<file path="src/hw/lc3b_settings.svh">
`ifndef LC3B_SETTINGS_SVH
`define LC3B_SETTINGS_SVH

// datapath and address width
`define LC3B_WORD_W    16

// architectural registers r0..r7
`define LC3B_REG_COUNT 8

// first fetch address out of reset
`define LC3B_RESET_PC  16'h0000

`endif

</file>
<file path="src/hw/lc3b_pkg.sv">
`include "lc3b_settings.svh"

package lc3b_pkg;

  typedef logic [`LC3B_WORD_W-1:0] lc3b_word;
  typedef logic [$clog2(`LC3B_REG_COUNT)-1:0] lc3b_reg;

  // lc-3b encodings, anything else runs as a nop
  typedef enum logic [3:0] {
    op_add = 4'b0001,
    op_and = 4'b0101,
    op_not = 4'b1001,
    op_ldr = 4'b0110,
    op_str = 4'b0111
  } lc3b_opcode;

  typedef enum logic [1:0] {
    alu_add,
    alu_and,
    alu_not,
    alu_pass
  } alu_op_e;

  typedef struct packed {
    lc3b_opcode opcode;
    alu_op_e    aluop;
    logic       use_imm;      // imm5 instead of sr2
    logic       use_offset;   // offset6 as address offset
    logic       mem_read;
    logic       mem_write;
    logic       load_regfile;
  } ctrl_word_t;

  typedef struct packed {
    ctrl_word_t ctrl;
    lc3b_reg    sr1;
    lc3b_reg    sr2;
    lc3b_reg    dest;
    lc3b_word   sr1_val;
    lc3b_word   sr2_val;
    lc3b_word   imm;          // sext imm5 or offset6 << 1
  } id_ex_t;

  typedef struct packed {
    ctrl_word_t ctrl;
    lc3b_reg    dest;
    lc3b_word   alu_out;      // result or address
    lc3b_word   store_data;
  } ex_mem_t;

  typedef struct packed {
    logic     load_regfile;
    lc3b_reg  dest;
    lc3b_word value;
  } mem_wb_t;

  typedef struct packed {
    logic     valid;
    lc3b_reg  dest;
    lc3b_word value;
  } wb_fwd_t;

  typedef struct packed {
    logic     read;
    logic     write;
    lc3b_word address;
    lc3b_word wdata;
  } dmem_req_t;

endpackage

</file>
<file path="src/hw/decode_stage.sv">
`timescale 1ns/1ns
`include "lc3b_settings.svh"

module decode_stage
  import lc3b_pkg::*;
(
  input  logic     clk,
  input  logic     rst_n,
  input  lc3b_word inst,
  input  logic     inst_valid,
  input  logic     mem_stall,
  input  wb_fwd_t  wb,
  output id_ex_t   id_ex,
  output logic     id_ex_valid,
  output logic     load_use
);

  lc3b_word   regs [`LC3B_REG_COUNT];
  lc3b_opcode opcode;
  ctrl_word_t ctrl;
  lc3b_reg    sr1;
  lc3b_reg    sr2;
  lc3b_reg    dest;
  lc3b_word   sr1_val;
  lc3b_word   sr2_val;
  lc3b_word   imm;
  logic       uses_sr1;
  logic       uses_sr2;
  id_ex_t     id_ex_next;

  assign opcode = lc3b_opcode'(inst[15:12]);
  assign dest   = inst[11:9];
  assign sr1    = inst[8:6];
  assign sr2    = (opcode == op_str) ? inst[11:9] : inst[2:0];  // str source sits in dr slot

  // control rom
  always_comb begin
    ctrl.opcode       = opcode;
    ctrl.aluop        = alu_pass;
    ctrl.use_imm      = 1'b0;
    ctrl.use_offset   = 1'b0;
    ctrl.mem_read     = 1'b0;
    ctrl.mem_write    = 1'b0;
    ctrl.load_regfile = 1'b0;
    case (opcode)
      op_add: begin
        ctrl.aluop        = alu_add;
        ctrl.use_imm      = inst[5];
        ctrl.load_regfile = 1'b1;
      end
      op_and: begin
        ctrl.aluop        = alu_and;
        ctrl.use_imm      = inst[5];
        ctrl.load_regfile = 1'b1;
      end
      op_not: begin
        ctrl.aluop        = alu_not;
        ctrl.load_regfile = 1'b1;
      end
      op_ldr: begin
        ctrl.aluop        = alu_add;
        ctrl.use_offset   = 1'b1;
        ctrl.mem_read     = 1'b1;
        ctrl.load_regfile = 1'b1;
      end
      op_str: begin
        ctrl.aluop      = alu_add;
        ctrl.use_offset = 1'b1;
        ctrl.mem_write  = 1'b1;
      end
      default: ;               // nop
    endcase
  end

  assign imm = ctrl.use_offset ? {{(`LC3B_WORD_W-7){inst[5]}}, inst[5:0], 1'b0}
                               : {{(`LC3B_WORD_W-5){inst[4]}}, inst[4:0]};

  // register file with write-through on the read side
  assign sr1_val = (wb.valid && wb.dest == sr1) ? wb.value : regs[sr1];
  assign sr2_val = (wb.valid && wb.dest == sr2) ? wb.value : regs[sr2];

  always_ff @(posedge clk) begin
    if (!rst_n) begin
      for (int i = 0; i < `LC3B_REG_COUNT; i++) begin
        regs[i] <= '0;
      end
    end else if (wb.valid) begin
      regs[wb.dest] <= wb.value;
    end
  end

  // load in id/ex feeding a source of the word in if/id
  assign uses_sr1 = ctrl.load_regfile | ctrl.mem_write;
  assign uses_sr2 = (opcode == op_str) |
                    ((opcode == op_add || opcode == op_and) && !ctrl.use_imm);
  assign load_use = inst_valid & id_ex_valid & id_ex.ctrl.mem_read &
                    ((uses_sr1 && id_ex.dest == sr1) || (uses_sr2 && id_ex.dest == sr2));

  always_comb begin
    id_ex_next.ctrl    = ctrl;
    id_ex_next.sr1     = sr1;
    id_ex_next.sr2     = sr2;
    id_ex_next.dest    = dest;
    id_ex_next.sr1_val = sr1_val;
    id_ex_next.sr2_val = sr2_val;
    id_ex_next.imm     = imm;
  end

  always_ff @(posedge clk) begin
    if (!rst_n) begin
      id_ex_valid <= 1'b0;
    end else if (!mem_stall) begin
      id_ex_valid <= inst_valid & ~load_use;
    end
  end

  always_ff @(posedge clk) begin
    if (!mem_stall) begin
      id_ex <= id_ex_next;
    end else begin
      // held entry must not miss a result retiring during the stall
      if (wb.valid && wb.dest == id_ex.sr1) id_ex.sr1_val <= wb.value;
      if (wb.valid && wb.dest == id_ex.sr2) id_ex.sr2_val <= wb.value;
    end
  end

endmodule

</file>
<file path="src/hw/execute_stage.sv">
`timescale 1ns/1ns

module execute_stage
  import lc3b_pkg::*;
(
  input  logic    clk,
  input  logic    rst_n,
  input  id_ex_t  id_ex,
  input  logic    id_ex_valid,
  input  logic    mem_stall,
  input  wb_fwd_t wb,
  output ex_mem_t ex_mem,
  output logic    ex_mem_valid
);

  logic     mem_fwd_ok;
  lc3b_word src_a;
  lc3b_word src_b;
  lc3b_word operand_b;
  lc3b_word alu_out;

  // a load in ex/mem has no data yet
  assign mem_fwd_ok = ex_mem_valid & ex_mem.ctrl.load_regfile & ~ex_mem.ctrl.mem_read;

  assign src_a = (mem_fwd_ok && ex_mem.dest == id_ex.sr1) ? ex_mem.alu_out :
                 (wb.valid && wb.dest == id_ex.sr1)       ? wb.value      : id_ex.sr1_val;
  assign src_b = (mem_fwd_ok && ex_mem.dest == id_ex.sr2) ? ex_mem.alu_out :
                 (wb.valid && wb.dest == id_ex.sr2)       ? wb.value      : id_ex.sr2_val;

  assign operand_b = (id_ex.ctrl.use_imm | id_ex.ctrl.use_offset) ? id_ex.imm : src_b;

  always_comb begin
    unique case (id_ex.ctrl.aluop)
      alu_add:  alu_out = src_a + operand_b;   // also base + offset for ldr/str
      alu_and:  alu_out = src_a & operand_b;
      alu_not:  alu_out = ~src_a;
      alu_pass: alu_out = operand_b;
    endcase
  end

  always_ff @(posedge clk) begin
    if (!rst_n) begin
      ex_mem_valid <= 1'b0;
    end else if (!mem_stall) begin
      ex_mem_valid <= id_ex_valid;
    end
  end

  always_ff @(posedge clk) begin
    if (!mem_stall) begin
      ex_mem.ctrl       <= id_ex.ctrl;
      ex_mem.dest       <= id_ex.dest;
      ex_mem.alu_out    <= alu_out;
      ex_mem.store_data <= src_b;  // forwarded str source
    end
  end

endmodule

</file>
<file path="src/hw/fetch_unit.sv">
`timescale 1ns/1ns
`include "lc3b_settings.svh"

module fetch_unit
  import lc3b_pkg::*;
(
  input  logic     clk,
  input  logic     rst_n,
  input  logic     load_use,
  input  logic     mem_stall,
  output logic     icache_read,
  output lc3b_word icache_address,
  input  logic     icache_resp,
  input  lc3b_word icache_rdata,
  output lc3b_word inst,
  output logic     inst_valid
);

  lc3b_word pc;
  logic     hold;
  logic     accept;

  assign hold           = load_use | mem_stall;
  assign accept         = icache_read & icache_resp & ~hold;
  assign icache_address = pc;

  // request goes up one cycle out of reset and stays up
  always_ff @(posedge clk) begin
    if (!rst_n) begin
      icache_read <= 1'b0;
      pc          <= `LC3B_RESET_PC;
    end else begin
      icache_read <= 1'b1;
      if (accept) begin
        pc <= pc + lc3b_word'(2);
      end
    end
  end

  // if/id, bubble when no response this cycle
  always_ff @(posedge clk) begin
    if (!rst_n) begin
      inst_valid <= 1'b0;
    end else if (!hold) begin
      inst_valid <= icache_read & icache_resp;
    end
  end

  always_ff @(posedge clk) begin
    if (accept) begin
      inst <= icache_rdata;   // a dropped word is simply refetched
    end
  end

endmodule

</file>
<file path="src/hw/lc3b_core.sv">
`timescale 1ns/1ns

module lc3b_core
  import lc3b_pkg::*;
(
  input  logic      clk,
  input  logic      rst_n,
  output logic      icache_read,
  output lc3b_word  icache_address,
  input  logic      icache_resp,
  input  lc3b_word  icache_rdata,
  output dmem_req_t dcache_req,
  input  logic      dcache_resp,
  input  lc3b_word  dcache_rdata
);

  lc3b_word inst;
  logic     inst_valid;
  logic     load_use;
  logic     mem_stall;
  id_ex_t   id_ex;
  logic     id_ex_valid;
  ex_mem_t  ex_mem;
  logic     ex_mem_valid;
  wb_fwd_t  wb;              // writeback port, also the late forward source

  fetch_unit fetch (
    .clk            (clk),
    .rst_n          (rst_n),
    .load_use       (load_use),
    .mem_stall      (mem_stall),
    .icache_read    (icache_read),
    .icache_address (icache_address),
    .icache_resp    (icache_resp),
    .icache_rdata   (icache_rdata),
    .inst           (inst),
    .inst_valid     (inst_valid)
  );

  decode_stage decode (
    .clk         (clk),
    .rst_n       (rst_n),
    .inst        (inst),
    .inst_valid  (inst_valid),
    .mem_stall   (mem_stall),
    .wb          (wb),
    .id_ex       (id_ex),
    .id_ex_valid (id_ex_valid),
    .load_use    (load_use)
  );

  execute_stage execute (
    .clk          (clk),
    .rst_n        (rst_n),
    .id_ex        (id_ex),
    .id_ex_valid  (id_ex_valid),
    .mem_stall    (mem_stall),
    .wb           (wb),
    .ex_mem       (ex_mem),
    .ex_mem_valid (ex_mem_valid)
  );

  result_stage result (
    .clk          (clk),
    .rst_n        (rst_n),
    .ex_mem       (ex_mem),
    .ex_mem_valid (ex_mem_valid),
    .dcache_req   (dcache_req),
    .dcache_resp  (dcache_resp),
    .dcache_rdata (dcache_rdata),
    .mem_stall    (mem_stall),
    .wb           (wb)
  );

endmodule

</file>
<file path="src/hw/result_stage.sv">
`timescale 1ns/1ns

module result_stage
  import lc3b_pkg::*;
(
  input  logic      clk,
  input  logic      rst_n,
  input  ex_mem_t   ex_mem,
  input  logic      ex_mem_valid,
  output dmem_req_t dcache_req,
  input  logic      dcache_resp,
  input  lc3b_word  dcache_rdata,
  output logic      mem_stall,
  output wb_fwd_t   wb
);

  mem_wb_t mem_wb;
  logic    mem_wb_valid;

  // request held straight off ex/mem, so it is stable until resp
  always_comb begin
    dcache_req.read    = ex_mem_valid & ex_mem.ctrl.mem_read;
    dcache_req.write   = ex_mem_valid & ex_mem.ctrl.mem_write;
    dcache_req.address = ex_mem.alu_out;
    dcache_req.wdata   = ex_mem.store_data;
  end

  assign mem_stall = (dcache_req.read | dcache_req.write) & ~dcache_resp;

  // only mem/wb bubbles while the dcache is busy
  always_ff @(posedge clk) begin
    if (!rst_n) begin
      mem_wb_valid <= 1'b0;
    end else begin
      mem_wb_valid <= ex_mem_valid & ~mem_stall;
    end
  end

  always_ff @(posedge clk) begin
    mem_wb.load_regfile <= ex_mem.ctrl.load_regfile;
    mem_wb.dest         <= ex_mem.dest;
    mem_wb.value        <= ex_mem.ctrl.mem_read ? dcache_rdata : ex_mem.alu_out;
  end

  always_comb begin
    wb.valid = mem_wb_valid & mem_wb.load_regfile;
    wb.dest  = mem_wb.dest;
    wb.value = mem_wb.value;
  end

endmodule

</file>
<file path="config.mk">
export PLATFORM = sky130hd
export DESIGN_NAME = lc3b_core
export DESIGN_NICKNAME = d
export VERILOG_FILES = /design/src/hw/lc3b_pkg.sv /design/src/hw/decode_stage.sv /design/src/hw/execute_stage.sv /design/src/hw/fetch_unit.sv /design/src/hw/lc3b_core.sv /design/src/hw/result_stage.sv
export VERILOG_INCLUDE_DIRS = /design/src /design/src/hw
export SDC_FILE = /design/constraint.sdc
export NUM_CORES = 1
export LEC_CHECK = 0
export BUFFER_PORTS_ARGS = -buffer_cell sky130_fd_sc_hd__buf_4
export CORE_MARGIN = 5
export CORE_UTILIZATION = 39
export CTS_BUF_LIST = sky130_fd_sc_hd__clkbuf_4 sky130_fd_sc_hd__clkbuf_8
export DETAILED_ROUTE_END_ITERATION = 12
export PLACE_DENSITY_LB_ADDON = 0.25
export SETUP_SLACK_MARGIN = 0.02
export SYNTH_ARGS = -nofsm -noshare
export SYNTH_HDL_FRONTEND = slang
export SYNTH_SLANG_ARGS = --single-unit
</file>
<file path="constraint.sdc">
create_clock -name clk -period 4.2 [get_ports clk]
set_input_delay 0.42 -clock clk [delete_from_list [all_inputs] [get_ports clk]]
set_output_delay 0.42 -clock clk [all_outputs]
set_load 0.02 [all_outputs]
</file>
# Yosys cells after proc, flatten, opt, wreduce, memory -nomap -nowiden
# Memory sizes are Yosys's and may differ from the RTL's. A register that Yosys moved wholly into a read port is not among the register bits.
# Cells that the tools add are included.
# Widths: inputs -> output; s select.
[totals]
ff_bits = 159
ramBits = 128
in_bits = 36
elab_cells = 118
mem_count = 1
[memory_table]
columns = ["name", "depth", "word_bits", "read_ports", "rd_clocked_by_memory_dff", "wr", "line_no", "text"]
rows = [
  ["decode.regs", 8, 16, 2, 1, 8, "decode_stage.sv:18", "lc3b_word regs [`LC3B_REG_COUNT];"],
]
[classes]
add_sub_neg = 2
n_eq_ne = 16
mux = 27
bitwise = 25
n_reduce_logical = 18
[op_table]
columns = ["operator", "n"]
rows = [
  ["$mux 16", 10],
  ["$pmux 16 s4", 1],
  ["$mux 32", 1],
  ["$eq 3x3->1", 8],
  ["$add 16x16->16", 1],
  ["$add 16x2->16 const B", 1],
  ["$and 16x16->16", 1],
  ["$not 16->16", 1],
  ["$reduce_or 16->1", 1],
  ["$and 1x1->1", 13],
  ["$eq 4x3->1 const B", 3],
  ["$mux 1", 11],
  ["$logic_and 1x1->1", 9],
  ["$mux 3", 3],
  ["$pmux 2 s3", 1],
  ["$not 1->1", 5],
  ["$or 1x1->1", 5],
  ["$eq 2x2->1 const B", 2],
  ["$eq 4x1->1 const B", 1],
  ["$eq 4x4->1 const B", 1],
  ["$reduce_or 2->1", 2],
  ["$reduce_or 4->1", 1],
  ["$reduce_or 3->1", 1],
  ["$eq 2x1->1 const B", 1],
  ["other kinds (3)", 4],
]

# Longest topological paths before layout
# Gate-level depths: netlist of run 1.
[logic_depth]
word_depth = 13
ltp_mapped = 16

# Cells and area by module
# Synthesis of run 1 repeated with hierarchy kept, for this count alone.
[unflattened]
cells_unflattened = 1465
area_unflattened_um2 = 16816.1
[by_module_without_submodules]
columns = ["module", "n_inst", "cells_each", "area_each_um2", "seq_area_each_um2"]
rows = [
  ["decode_stage", 1, 888, 10796.6, 5635.4],
  ["execute_stage", 1, 379, 3676.0, 1401.3],
  ["fetch_unit", 1, 101, 1253.7, 820.8],
  ["result_stage", 1, 97, 1089.8, 420.4],
]

# Worst setup path after synthesis of run 1
# Ideal clock, no wire load.
[synth_path]
path_type = "register to register"
from = "register decode.id_ex[53] (netlist name)"
to = "register execute.ex_mem[24] (netlist name)"
arrival_ps = 3470
setup_slack_ps = 463
stages_incl_launch_ff = 15
n_path_buf = 0
period_less_slack_ps = 3737
cell_sequence = "edfxtp_1 xor2_1 nor4_4 mux2_2 mux2_4 mux2_4 ha_1 inv_1 fa_1 nor2b_1 o31a_1 o31a_1 a31oi_1 mux2i_1 a31oi_1"
[synth_between]
elab_chain_len = 7
word_cells_on_any_way = 10
[synth_rtl]
columns = ["item", "line_no", "text"]
rows = [
  ["$eq 3x3->1", "execute_stage.sv:28", "(wb.valid && wb.dest == id_ex.sr2) ? wb.value : id_ex.sr2_val;"],
  ["$logic_and 1x1->1", "execute_stage.sv:28", ""],
  ["$mux 16", "execute_stage.sv:28", ""],
  ["$mux 16 (*)", "execute_stage.sv:27", "assign src_b = (mem_fwd_ok && ex_mem.dest == id_ex.sr2) ? ex_mem.alu_out :"],
  ["net execute.src_b[0]", "execute_stage.sv:18", "lc3b_word src_b;"],
  ["$mux 16 (*)", "execute_stage.sv:30", "assign operand_b = (id_ex.ctrl.use_imm | id_ex.ctrl.use_offset) ? id_ex.imm : src_b;"],
  ["$add 16x16->16 (*)", "execute_stage.sv:34", "alu_add: alu_out = src_a + operand_b;"],
  ["$pmux 16 s4 (*)", "execute_stage.sv:33", "unique case (id_ex.ctrl.aluop)"],
  ["net execute.alu_out[8]", "execute_stage.sv:20", "lc3b_word alu_out;"],
]
# Mark *: on every way through the listed nets, which the timed path passes. The rest lies on a longest branch.
# A chain may end at the register's enable or synchronous reset.

# Final worst setup path of run 1
[layout_path]
from = "register decode.id_ex[53] (netlist name)"
to = "register execute.ex_mem[26] (netlist name)"
[layout_between]
elab_chain_len = 7
word_cells_on_any_way = 10
[layout_rtl]
columns = ["item", "line_no"]
rows = [
  ["$eq 3x3->1", "execute_stage.sv:28"],
  ["$logic_and 1x1->1", "execute_stage.sv:28"],
  ["$mux 16", "execute_stage.sv:28"],
  ["$mux 16 (*)", "execute_stage.sv:27"],
  ["net execute.src_b[0]", "execute_stage.sv:18"],
  ["$mux 16 (*)", "execute_stage.sv:30"],
  ["$add 16x16->16 (*)", "execute_stage.sv:34"],
  ["$pmux 16 s4 (*)", "execute_stage.sv:33"],
  ["net execute.alu_out[10]", "execute_stage.sv:20"],
]
# Marks and branches as above.

==> metrics.log, run 1 <==
[metrics] final number of setup-violating endpoints: 0
[metrics] Slew HR: 25.0%
[metrics] Static Leak: around 6.6 nW
[metrics] fraction of registers with async set/reset: 0%
[metrics] Top delay family on crit path: multiplexers
[metrics] number of DRC markers in iteration 0: just under 800
[metrics] Post-Synthesis Cells: 1253
[metrics] clock transition at the registers of the reported paths: about 0.06 ns
[metrics] slowest library cell on the worst path: edfxtp_1
[metrics] most common cell after layout, fill and taps aside: edfxtp_1
[metrics] htree depth: 2
[metrics] flip-flop and latch count after synthesis: 280
[metrics] post-route fraction of the period consumed by the critical path: between 90% and 100%
[metrics] average wire per cell in the routed design: 21.4 µm
[metrics] CP Max Fanout: 5
[metrics] Max-Cap Viols: 0
[metrics] global-route wire length before repair: 61100 µm
[metrics] number of vias in the routed layout: 10100
[metrics] outcome: finished clean
[metrics] fraction of final layout cells sized beyond drive strength 1: 24.2%
[metrics] number of standard-cell rows in the floorplan: 71
[metrics] Seq/Total Area, Yosys: 51.7%
[metrics] critical path's largest stage delay: 0.42 ns
[metrics] Total Die Area: 41900 µm²
[metrics] WL final: 39900 µm
[metrics] Critical Path AT: 4.36 ns
[metrics] number of remaining DRC errors: 0
[metrics] critical path endpoint category: register
[metrics] Max Transition Viols Final: 0
[metrics] Floorplan Core Area: 37600 µm²
[metrics] Post-synth top flop: edfxtp_1
[metrics] total negative slack for setup checks: 0 ns
[metrics] Inserted Clock Buffers: 48
[metrics] portion of synthesized cell area occupied by the leading cell type: 41.6%
[metrics] cell chain of the critical path: xor2_1 -> nor4_4 -> mux2_2 -> mux2_4 -> mux2_4 -> ha_1 -> inv_1 -> fa_1 -> nor2b_1 -> o31a_1 -> o21ai_0 -> buf_4 -> nand2_1 -> xor2_1 -> o221a_2
[metrics] Final Wtd Congestion: 0.957
[metrics] number of clock sinks: 280
[metrics] category of the most critical setup path: register to register
[metrics] GRT Util Overall: 18.9%
[metrics] buffers plus inverters on the worst setup path: 2
[metrics] average vias per placed instance: 5.40
[metrics] number of nets in the synthesized netlist: 1308
[metrics] number of port buffers: between 80 and 90
[metrics] number of enable flip-flop cells after synthesis: 205
[metrics] Net count, final: ~1400
[metrics] clock tree from TritonCTS: yes
[metrics] Final ANT Viol Nets: 0
[metrics] DIE WIDTH: 205 µm
[metrics] final hold viol count: 0
[metrics] fill cell instance count of the final layout: 3430
[metrics] min Tclk post-route: 4.05 ns
[metrics] Worst Tran Pin Value: 1.12 ns
[metrics] initial antenna violation count: 0
[metrics] maximum clock skew at final layout: 0.0118 ns
[metrics] number of I/O pins: 87
[metrics] total of warnings raised by yosys: 0
[metrics] unrepaired setup endpoints after global routing: no
[metrics] top cells by area, synth: edfxtp_1 (42%), dfxtp_1 (10%), mux2i_1 (5.7%)
[metrics] worst-skew pair later-pin latency: 0.57 ns
[metrics] worst supply voltage drop on vdd: 0.000152 V
[metrics] final antenna diode count: 0
[metrics] Req. time, crit path: ~4.5 ns
[metrics] Die Span Y: just over 200 µm
[metrics] setup slack of the critical path after layout: 0.152 ns
[metrics] commonest cells after routing, fill and taps aside: edfxtp_1 (205), and2_1 (132), buf_4 (122), mux2i_1 (83), nand2_1 (78)
[metrics] Cell variety after synth: 70
[metrics] Syn-to-layout area delta: 13.9%
[metrics] Place WS: 0.190 ns
[metrics] Setup Buffers After CTS: 0
[metrics] Critical Path Start Type: register
[metrics] CTS Buffer Depth: 3
[metrics] average cell area after synthesis: 11.8 µm²
[metrics] number of placed instances with taps included: 1770
[metrics] HPWL after detailed placement: between 20000 and 30000 µm
[metrics] effective utilization at floorplan: 39.4%
[metrics] f_max: ~250 MHz
[metrics] pin count of the biggest net entering global routing: 67
[metrics] cell type with the largest total area after synthesis: edfxtp_1
[metrics] Clock Tree Root: clkbuf_8
[metrics] post-synthesis instance area: 14800 µm²
[metrics] final cell count without fillers: 1868
[metrics] number of global-route vias before repair: about 10000
[metrics] power density of the placed cells: 399 nW/µm²
[metrics] post-route total power: between 6 and 7 mW
[metrics] Hold/Removal Path Class: input pin to register
[metrics] total overflow reported by the global router: 0
[metrics] Hold Worst Slack: 0.0442 ns
[metrics] number of search-and-repair iterations in the first detailed-routing pass: 6
cells in the mapped netlist (all sizes together) (3+ instances only):
cell type  count
buf           55
o31a           3
a21o           5
o21a           5
nand2b        12
o31ai          8
edfxtp       205
nor3b          3
o211ai         4
mux2i         84
inv           31
a22o           8
xor2          26
and2         132
or2            8
or4            8
nand4          7
a221o         23
nor4           6
nand3          9
a221oi         5
o22ai         22
dfxtp         75
a211oi         9
o21ai         53
clkbuf        62
o221a         11
nor3          15
nand2         78
mux4          36
and3           7
ha            18
a21oi         36
nor2b          4
nor2          69
a31oi          9
xnor2          8
mux2          63
final timing paths:
kind / from / to / slack [ns] / cells after the start
hold reg to reg: decode.id_ex[58] / execute.ex_mem[36] / 0.42 / 0
setup reg to reg: decode.id_ex[53] / execute.ex_mem[26] / 0.15 / 15
hold / removal: icache_rdata[7] / fetch.inst[7] / 0.04 / 1
setup / recovery: decode.id_ex[53] / execute.ex_mem[26] / 0.15 / 15
power breakdown:
part	switching (mW)	internal [mW]
clock	1.09	1.27
combinational	0.514	0.462
sequential	0.230	3.15
total	1.84	4.89
per-stage QoR:
stage / instance area [µm²] / util (%)
4_1_cts: 16900 / 44.9
3_3_place_gp: 15800 / 42.1
6_report: 16900 / 44.9
5_1_grt: 16900 / 44.9
2_1_floorplan: 14800 / -
3_5_place_dp: 15800 / 42.1
final cells by class:
class | count | area [µm²] | area share, %
well taps | 511 | 639 | 3.79
clock inverters | 18 | 75.1 | 0.445
multi-input cells | 823 | 6450 | 38.3
inverters | 33 | 124 | 0.735
clock buffers | 67 | 835 | 4.95
repair buffers | 136 | 1070 | 6.33
flip-flops and latches | 280 | 7660 | 45.4
state kept, by name, indices dropped and copies added (netlist names), 15 cells and up, named ones only:
register              count
decode.regs             128
result.wb                19
decode.id_ex             55
fetch.inst               16
fetch.icache_address     15
execute.ex_mem           38
cell families (layout without fill, tap and decap cells):
logic type | after synthesis | in the layout | synth area share (%)
AND/OR/NAND/NOR | 364 | 364 | 13.1
adder cells (fa/ha/maj) | 19 | 19 | 1.66
flip-flops | 280 | 280 | 51.7
other | 1 | 1 | 0.0253
buffers and inverters | 150 | 254 | 4.85
AO/OA/AOI/OAI | 222 | 222 | 10.5
XOR/XNOR | 34 | 34 | 2.01
multiplexers | 183 | 183 | 16.1
what timing repair did:
action	CTS	global route
hold buffers	13	0
setup endpoints to repair	0	1
resized for setup	0	1
hold endpoints to repair	13	0
metal layers:
metal  wire length, µm  GRT usage (%)  share of wire [%]
met4               732           4.83                1.8
met1             17700           26.1                 44
met3              2410           3.23                6.0
met2             19100           31.0                 48
met5                 0              0                  0
Note: power is estimated with default switching activity, not from simulation.
==> run 2, diff against run 1 <==
ABC_AREA = 1   (was unset)
==> run 2 against run 1 <==
  * Hold slack worse by 0.013 ns
  * Count of clock-buffer cells in the layout up 7
  * Critical endpoint is now execute.ex_mem[30]
  * Cell area is 4.4% higher
  * Flip-flop and latch count stayed put
  * Wire length is 16% higher
  * Via count rose by 35%
  * Register-to-register slack gained 0.31 ns
  * Synthesized cell count is 58% higher
  * Global-route usage is 1.6 points higher
  * Cell count is 38% higher
  * Largest power group unchanged
  * Maximum frequency grew 8.4%
  * Die area rose by 4.9%
==> metrics.log, run 2 <==
[metrics] Post-synth top flop: edfxtp_1
[metrics] met3 wire len: 2900 µm (+20%)
[metrics] number of nets in the synthesized netlist: 2037 (+56%)
[metrics] Floorplan Core Area: 39600 µm² (+5.5%)
[metrics] combined area of the multi-input logic cells: 6320 µm² (-2.1%)
[metrics] number of remaining DRC errors: 0 (unchanged)
[metrics] critical path endpoint category: register
[metrics] final antenna diode count: 0 (unchanged)
[metrics] global-route wire length before repair: 72200 µm (+18%)
[metrics] Hold Buf Count CTS: 13 (unchanged)
[metrics] min Tclk post-route: 3.74 ns (-0.312 ns)
[metrics] number of enable flip-flop cells after synthesis: 205 (unchanged)
[metrics] biggest regs: decode.regs (128), decode.id_ex (55), execute.ex_mem (38)
[metrics] Clock Tree Root: clkbuf_8
[metrics] Critical Path Start Type: register
[metrics] total negative slack for setup checks: 0 ns (unchanged)
[metrics] Die Span Y: 210 µm (+2.4%)
[metrics] flip-flop and latch count after synthesis: 280 (unchanged)
[metrics] CTS Buffer Depth: 3 (unchanged)
[metrics] maximum clock skew at final layout: 0.0182 ns (+0.00637 ns)
[metrics] metal1 wirelength: 20300 µm (+15%)
[metrics] Final Wtd Congestion: 0.921 (-3.7%)
[metrics] commonest cells after routing, fill and taps aside: nand2_1 (435), nor2_1 (236), inv_1 (222), edfxtp_1 (205), o21ai_0 (167)
[metrics] Max-Cap Viols: 0 (unchanged)
[metrics] worst setup path endpoint: execute.ex_mem[30]
[metrics] initial antenna violation count: 0 (unchanged)
[metrics] Static Leak: 7.83 nW (+19%)
[metrics] startpoint of the most critical setup path: result.wb[18]
[metrics] Slew HR: 39.1% (+14 points)
[metrics] average wire per cell in the routed design: 18.0 µm (-16%)
[metrics] Final ANT Viol Nets: 0 (unchanged)
[metrics] Inserted Clock Buffers: 49 (+2.1%)
[metrics] worst supply voltage drop on vdd: 0.000262 V (+72%)
[metrics] endpoint of the lowest-slack register-to-register path: execute.ex_mem[30]
[metrics] reg2reg path depth: 20 (+5)
[metrics] fill cell instance count of the final layout: 3971 (+16%)
[metrics] fraction of final layout cells sized beyond drive strength 1: 11.4% (-13 points)
[metrics] final hold viol count: 0 (unchanged)
[metrics] most common cell after layout, fill and taps aside: nand2_1
[metrics] average cell area after synthesis: 7.86 µm² (-33%)
[metrics] Max Transition Viols Final: 0 (unchanged)
[metrics] CP Max Fanout: 29 (+24)
[metrics] worst setup slack for register-to-register paths: 0.46 ns (+0.31 ns)
[metrics] HPWL after detailed placement: 30700 µm (+16%)
[metrics] Net count, final: 2079 (+51%)
[metrics] htree depth: 2 (unchanged)
[metrics] clock transition at the registers of the reported paths: 0.06 ns (about the same)
[metrics] number of DRC markers in iteration 0: 1038 (+34%)
[metrics] portion of synthesized cell area occupied by the leading cell type: 39.5% (-2.1 points)
[metrics] worst-skew pair later-pin latency: 0.58 ns (about the same)
[metrics] unrepaired setup endpoints after global routing: no
[metrics] number of search-and-repair iterations in the first detailed-routing pass: 5 (-1)
[metrics] flip-flop count of the largest register, all copies and words added: 128 (unchanged)
[metrics] post-cts gate resize count: 0 (unchanged)
[metrics] Top Layer Used: met4
[metrics] number of global-route vias before repair: 13100 (+30%)
[metrics] final number of setup-violating endpoints: 0 (unchanged)
[metrics] number of placed instances with taps included: 2485 (+40%)
[metrics] Worst Tran Pin Value: 0.911 ns (-0.209 ns)
[metrics] fraction of registers with async set/reset: 0% (unchanged)
[metrics] number of vias in the routed layout: 13600 (+35%)
[metrics] Cell variety after synth: 47 (-33%)
[metrics] GRT Util Overall: 20.5% (+1.6 points)
[metrics] cell type with the largest total area after synthesis: edfxtp_1
[metrics] DIE WIDTH: 210 µm (+2.4%)
[metrics] power density of the placed cells: 408 nW/µm² (+2.1%)
[metrics] top cells by area, synth: edfxtp_1 (40%), nand2_1 (11%), dfxtp_1 (9.6%)
[metrics] Total Die Area: 44000 µm² (+4.9%)
[metrics] register name with the most flops: decode.regs
[metrics] detailed route wirelength on metal2: 21500 µm (+13%)
[metrics] number of clock sinks: 280 (unchanged)
[metrics] dominant cell by count in the synthesized netlist: nand2_1
[metrics] WL final: 46300 µm (+16%)
[metrics] effective utilization at floorplan: 39.3% (-0.11 points)
[metrics] number of standard-cell rows in the floorplan: 73 (+2.8%)
[metrics] worst r2r src: result.wb[18]
[metrics] post-route total power: 7.17 mW (+6.6%)
[metrics] Seq/Total Area, Yosys: 49.2% (-2.6 points)
[metrics] Setup Buffers After CTS: 0 (unchanged)
[metrics] clock tree from TritonCTS: yes
[metrics] average vias per placed instance: 5.27 (-2.4%)
[metrics] final cell count without fillers: 2581 (+38%)
[metrics] Req. time, crit path: 4.52 ns (about the same)
[metrics] Critical Path AT: 4.06 ns (-0.30 ns)
[metrics] post-route fraction of the period consumed by the critical path: 88.9% (-7.4 points)
[metrics] number of I/O pins: 87 (unchanged)
[metrics] category of the most critical setup path: register to register
[metrics] outcome: finished clean
[metrics] Syn-to-layout area delta: 13.0%
[metrics] total of warnings raised by yosys: 0 (unchanged)
[metrics] Post-Synthesis Cells: 1982 (+58%)
[metrics] leading post-synthesis cells by instance count: nand2_1 (436), nor2_1 (237), inv_1 (222), edfxtp_1 (205), o21ai_0 (167)
[metrics] flip-flop and latch area: 7660 µm² (about the same)
[metrics] Hold/Removal Path Class: input pin to register
[metrics] number of port buffers: 85 (unchanged)
[metrics] total overflow reported by the global router: 0 (unchanged)
[metrics] pin count of the biggest net entering global routing: 142 (+110%)
[metrics] post-synthesis instance area: 15600 µm² (+5.2%)
[metrics] f_max: 268 MHz (+8.4%)
## run 2: routing by layer
metal	vias to the layer above	track usage [%]
met5	-	0
met4	0	7.61
met3	100	2.86
met2	497	33.2
met1	6385	28.0
li1	6622	-
## run 2: cell families after synthesis
logic type	share of synthesized area (%)
adder cells (fa/ha/maj)	1.58
buffers and inverters	10.3
XOR/XNOR	0.900
multiplexers	0.0643
other	0.0241
flip-flops	49.2
AND/OR/NAND/NOR	24.3
AO/OA/AOI/OAI	13.7
## run 2: layout make-up
type	count	area share, %
Clock buffer	74	5.29
Multi-Input combinational cell	1326	35.9
Inverter	236	5.09
Tap cell	525	3.73
Sequential cell	280	43.5
Timing Repair Buffer	131	5.92
Clock inverter	9	0.533
## run 2: power breakdown
part | switching [mW] | leakage (nW) | internal (mW) | total (mW)
sequential | 0.111 | 2.76 | 3.16 | 3.27
clock | 1.13 | 0.549 | 1.53 | 2.66
combinational | 0.848 | 4.52 | 0.398 | 1.25
total | 2.09 | 7.83 | 5.08 | 7.17
## run 2: how the worst min path moves through the flow
stage                             from                end  slack, ns  cells past startpoint
floorplan           execute.ex_mem[35]  result.mem_wb[19]       0.35                      0
global placement    execute.ex_mem[35]  result.mem_wb[19]       0.36                      0
detailed placement  execute.ex_mem[35]  result.mem_wb[19]       0.37                      0
CTS                    icache_rdata[6]      fetch.inst[6]     0.0006                      1
global route           icache_rdata[6]      fetch.inst[6]      0.006                      1
finish                 icache_rdata[6]      fetch.inst[6]       0.03                      1
## run 2: worst max-delay path, cell delays in order (launching register included)
cell and delay [ns]:
dfxtp_1 0.48, inv_2 0.11, or2_1 0.22, nand4_1 0.14
buf_4 0.30, nand2_1 0.07, o21ai_0 0.12, nand2_1 0.08
o21ai_0 0.14, inv_1 0.12, fa_1 0.43, inv_1 0.12
nand3_1 0.09, nand2_1 0.14, inv_1 0.07, o21ai_0 0.38
nand3_1 0.17, nand3_1 0.10, nand2_1 0.05, nand2_1 0.06
nand4_1 0.08
## run 2: stage by stage
| step | utilization [%] | setup slack, ns | cell area (µm²) | hold WS, ns |
|---|---|---|---|---|
| after global placement | 41.5 | 0.658 | 16400 | 0.362 |
| after floorplan | - | 0.971 | 15600 | 0.349 |
| after global routing | 44.4 | 0.0850 | 17600 | 0.00617 |
| after CTS | 44.4 | 0.510 | 17600 | 0.000627 |
| final | 44.4 | 0.464 | 17600 | 0.0309 |
| after detailed placement | 41.5 | 0.544 | 16400 | 0.373 |
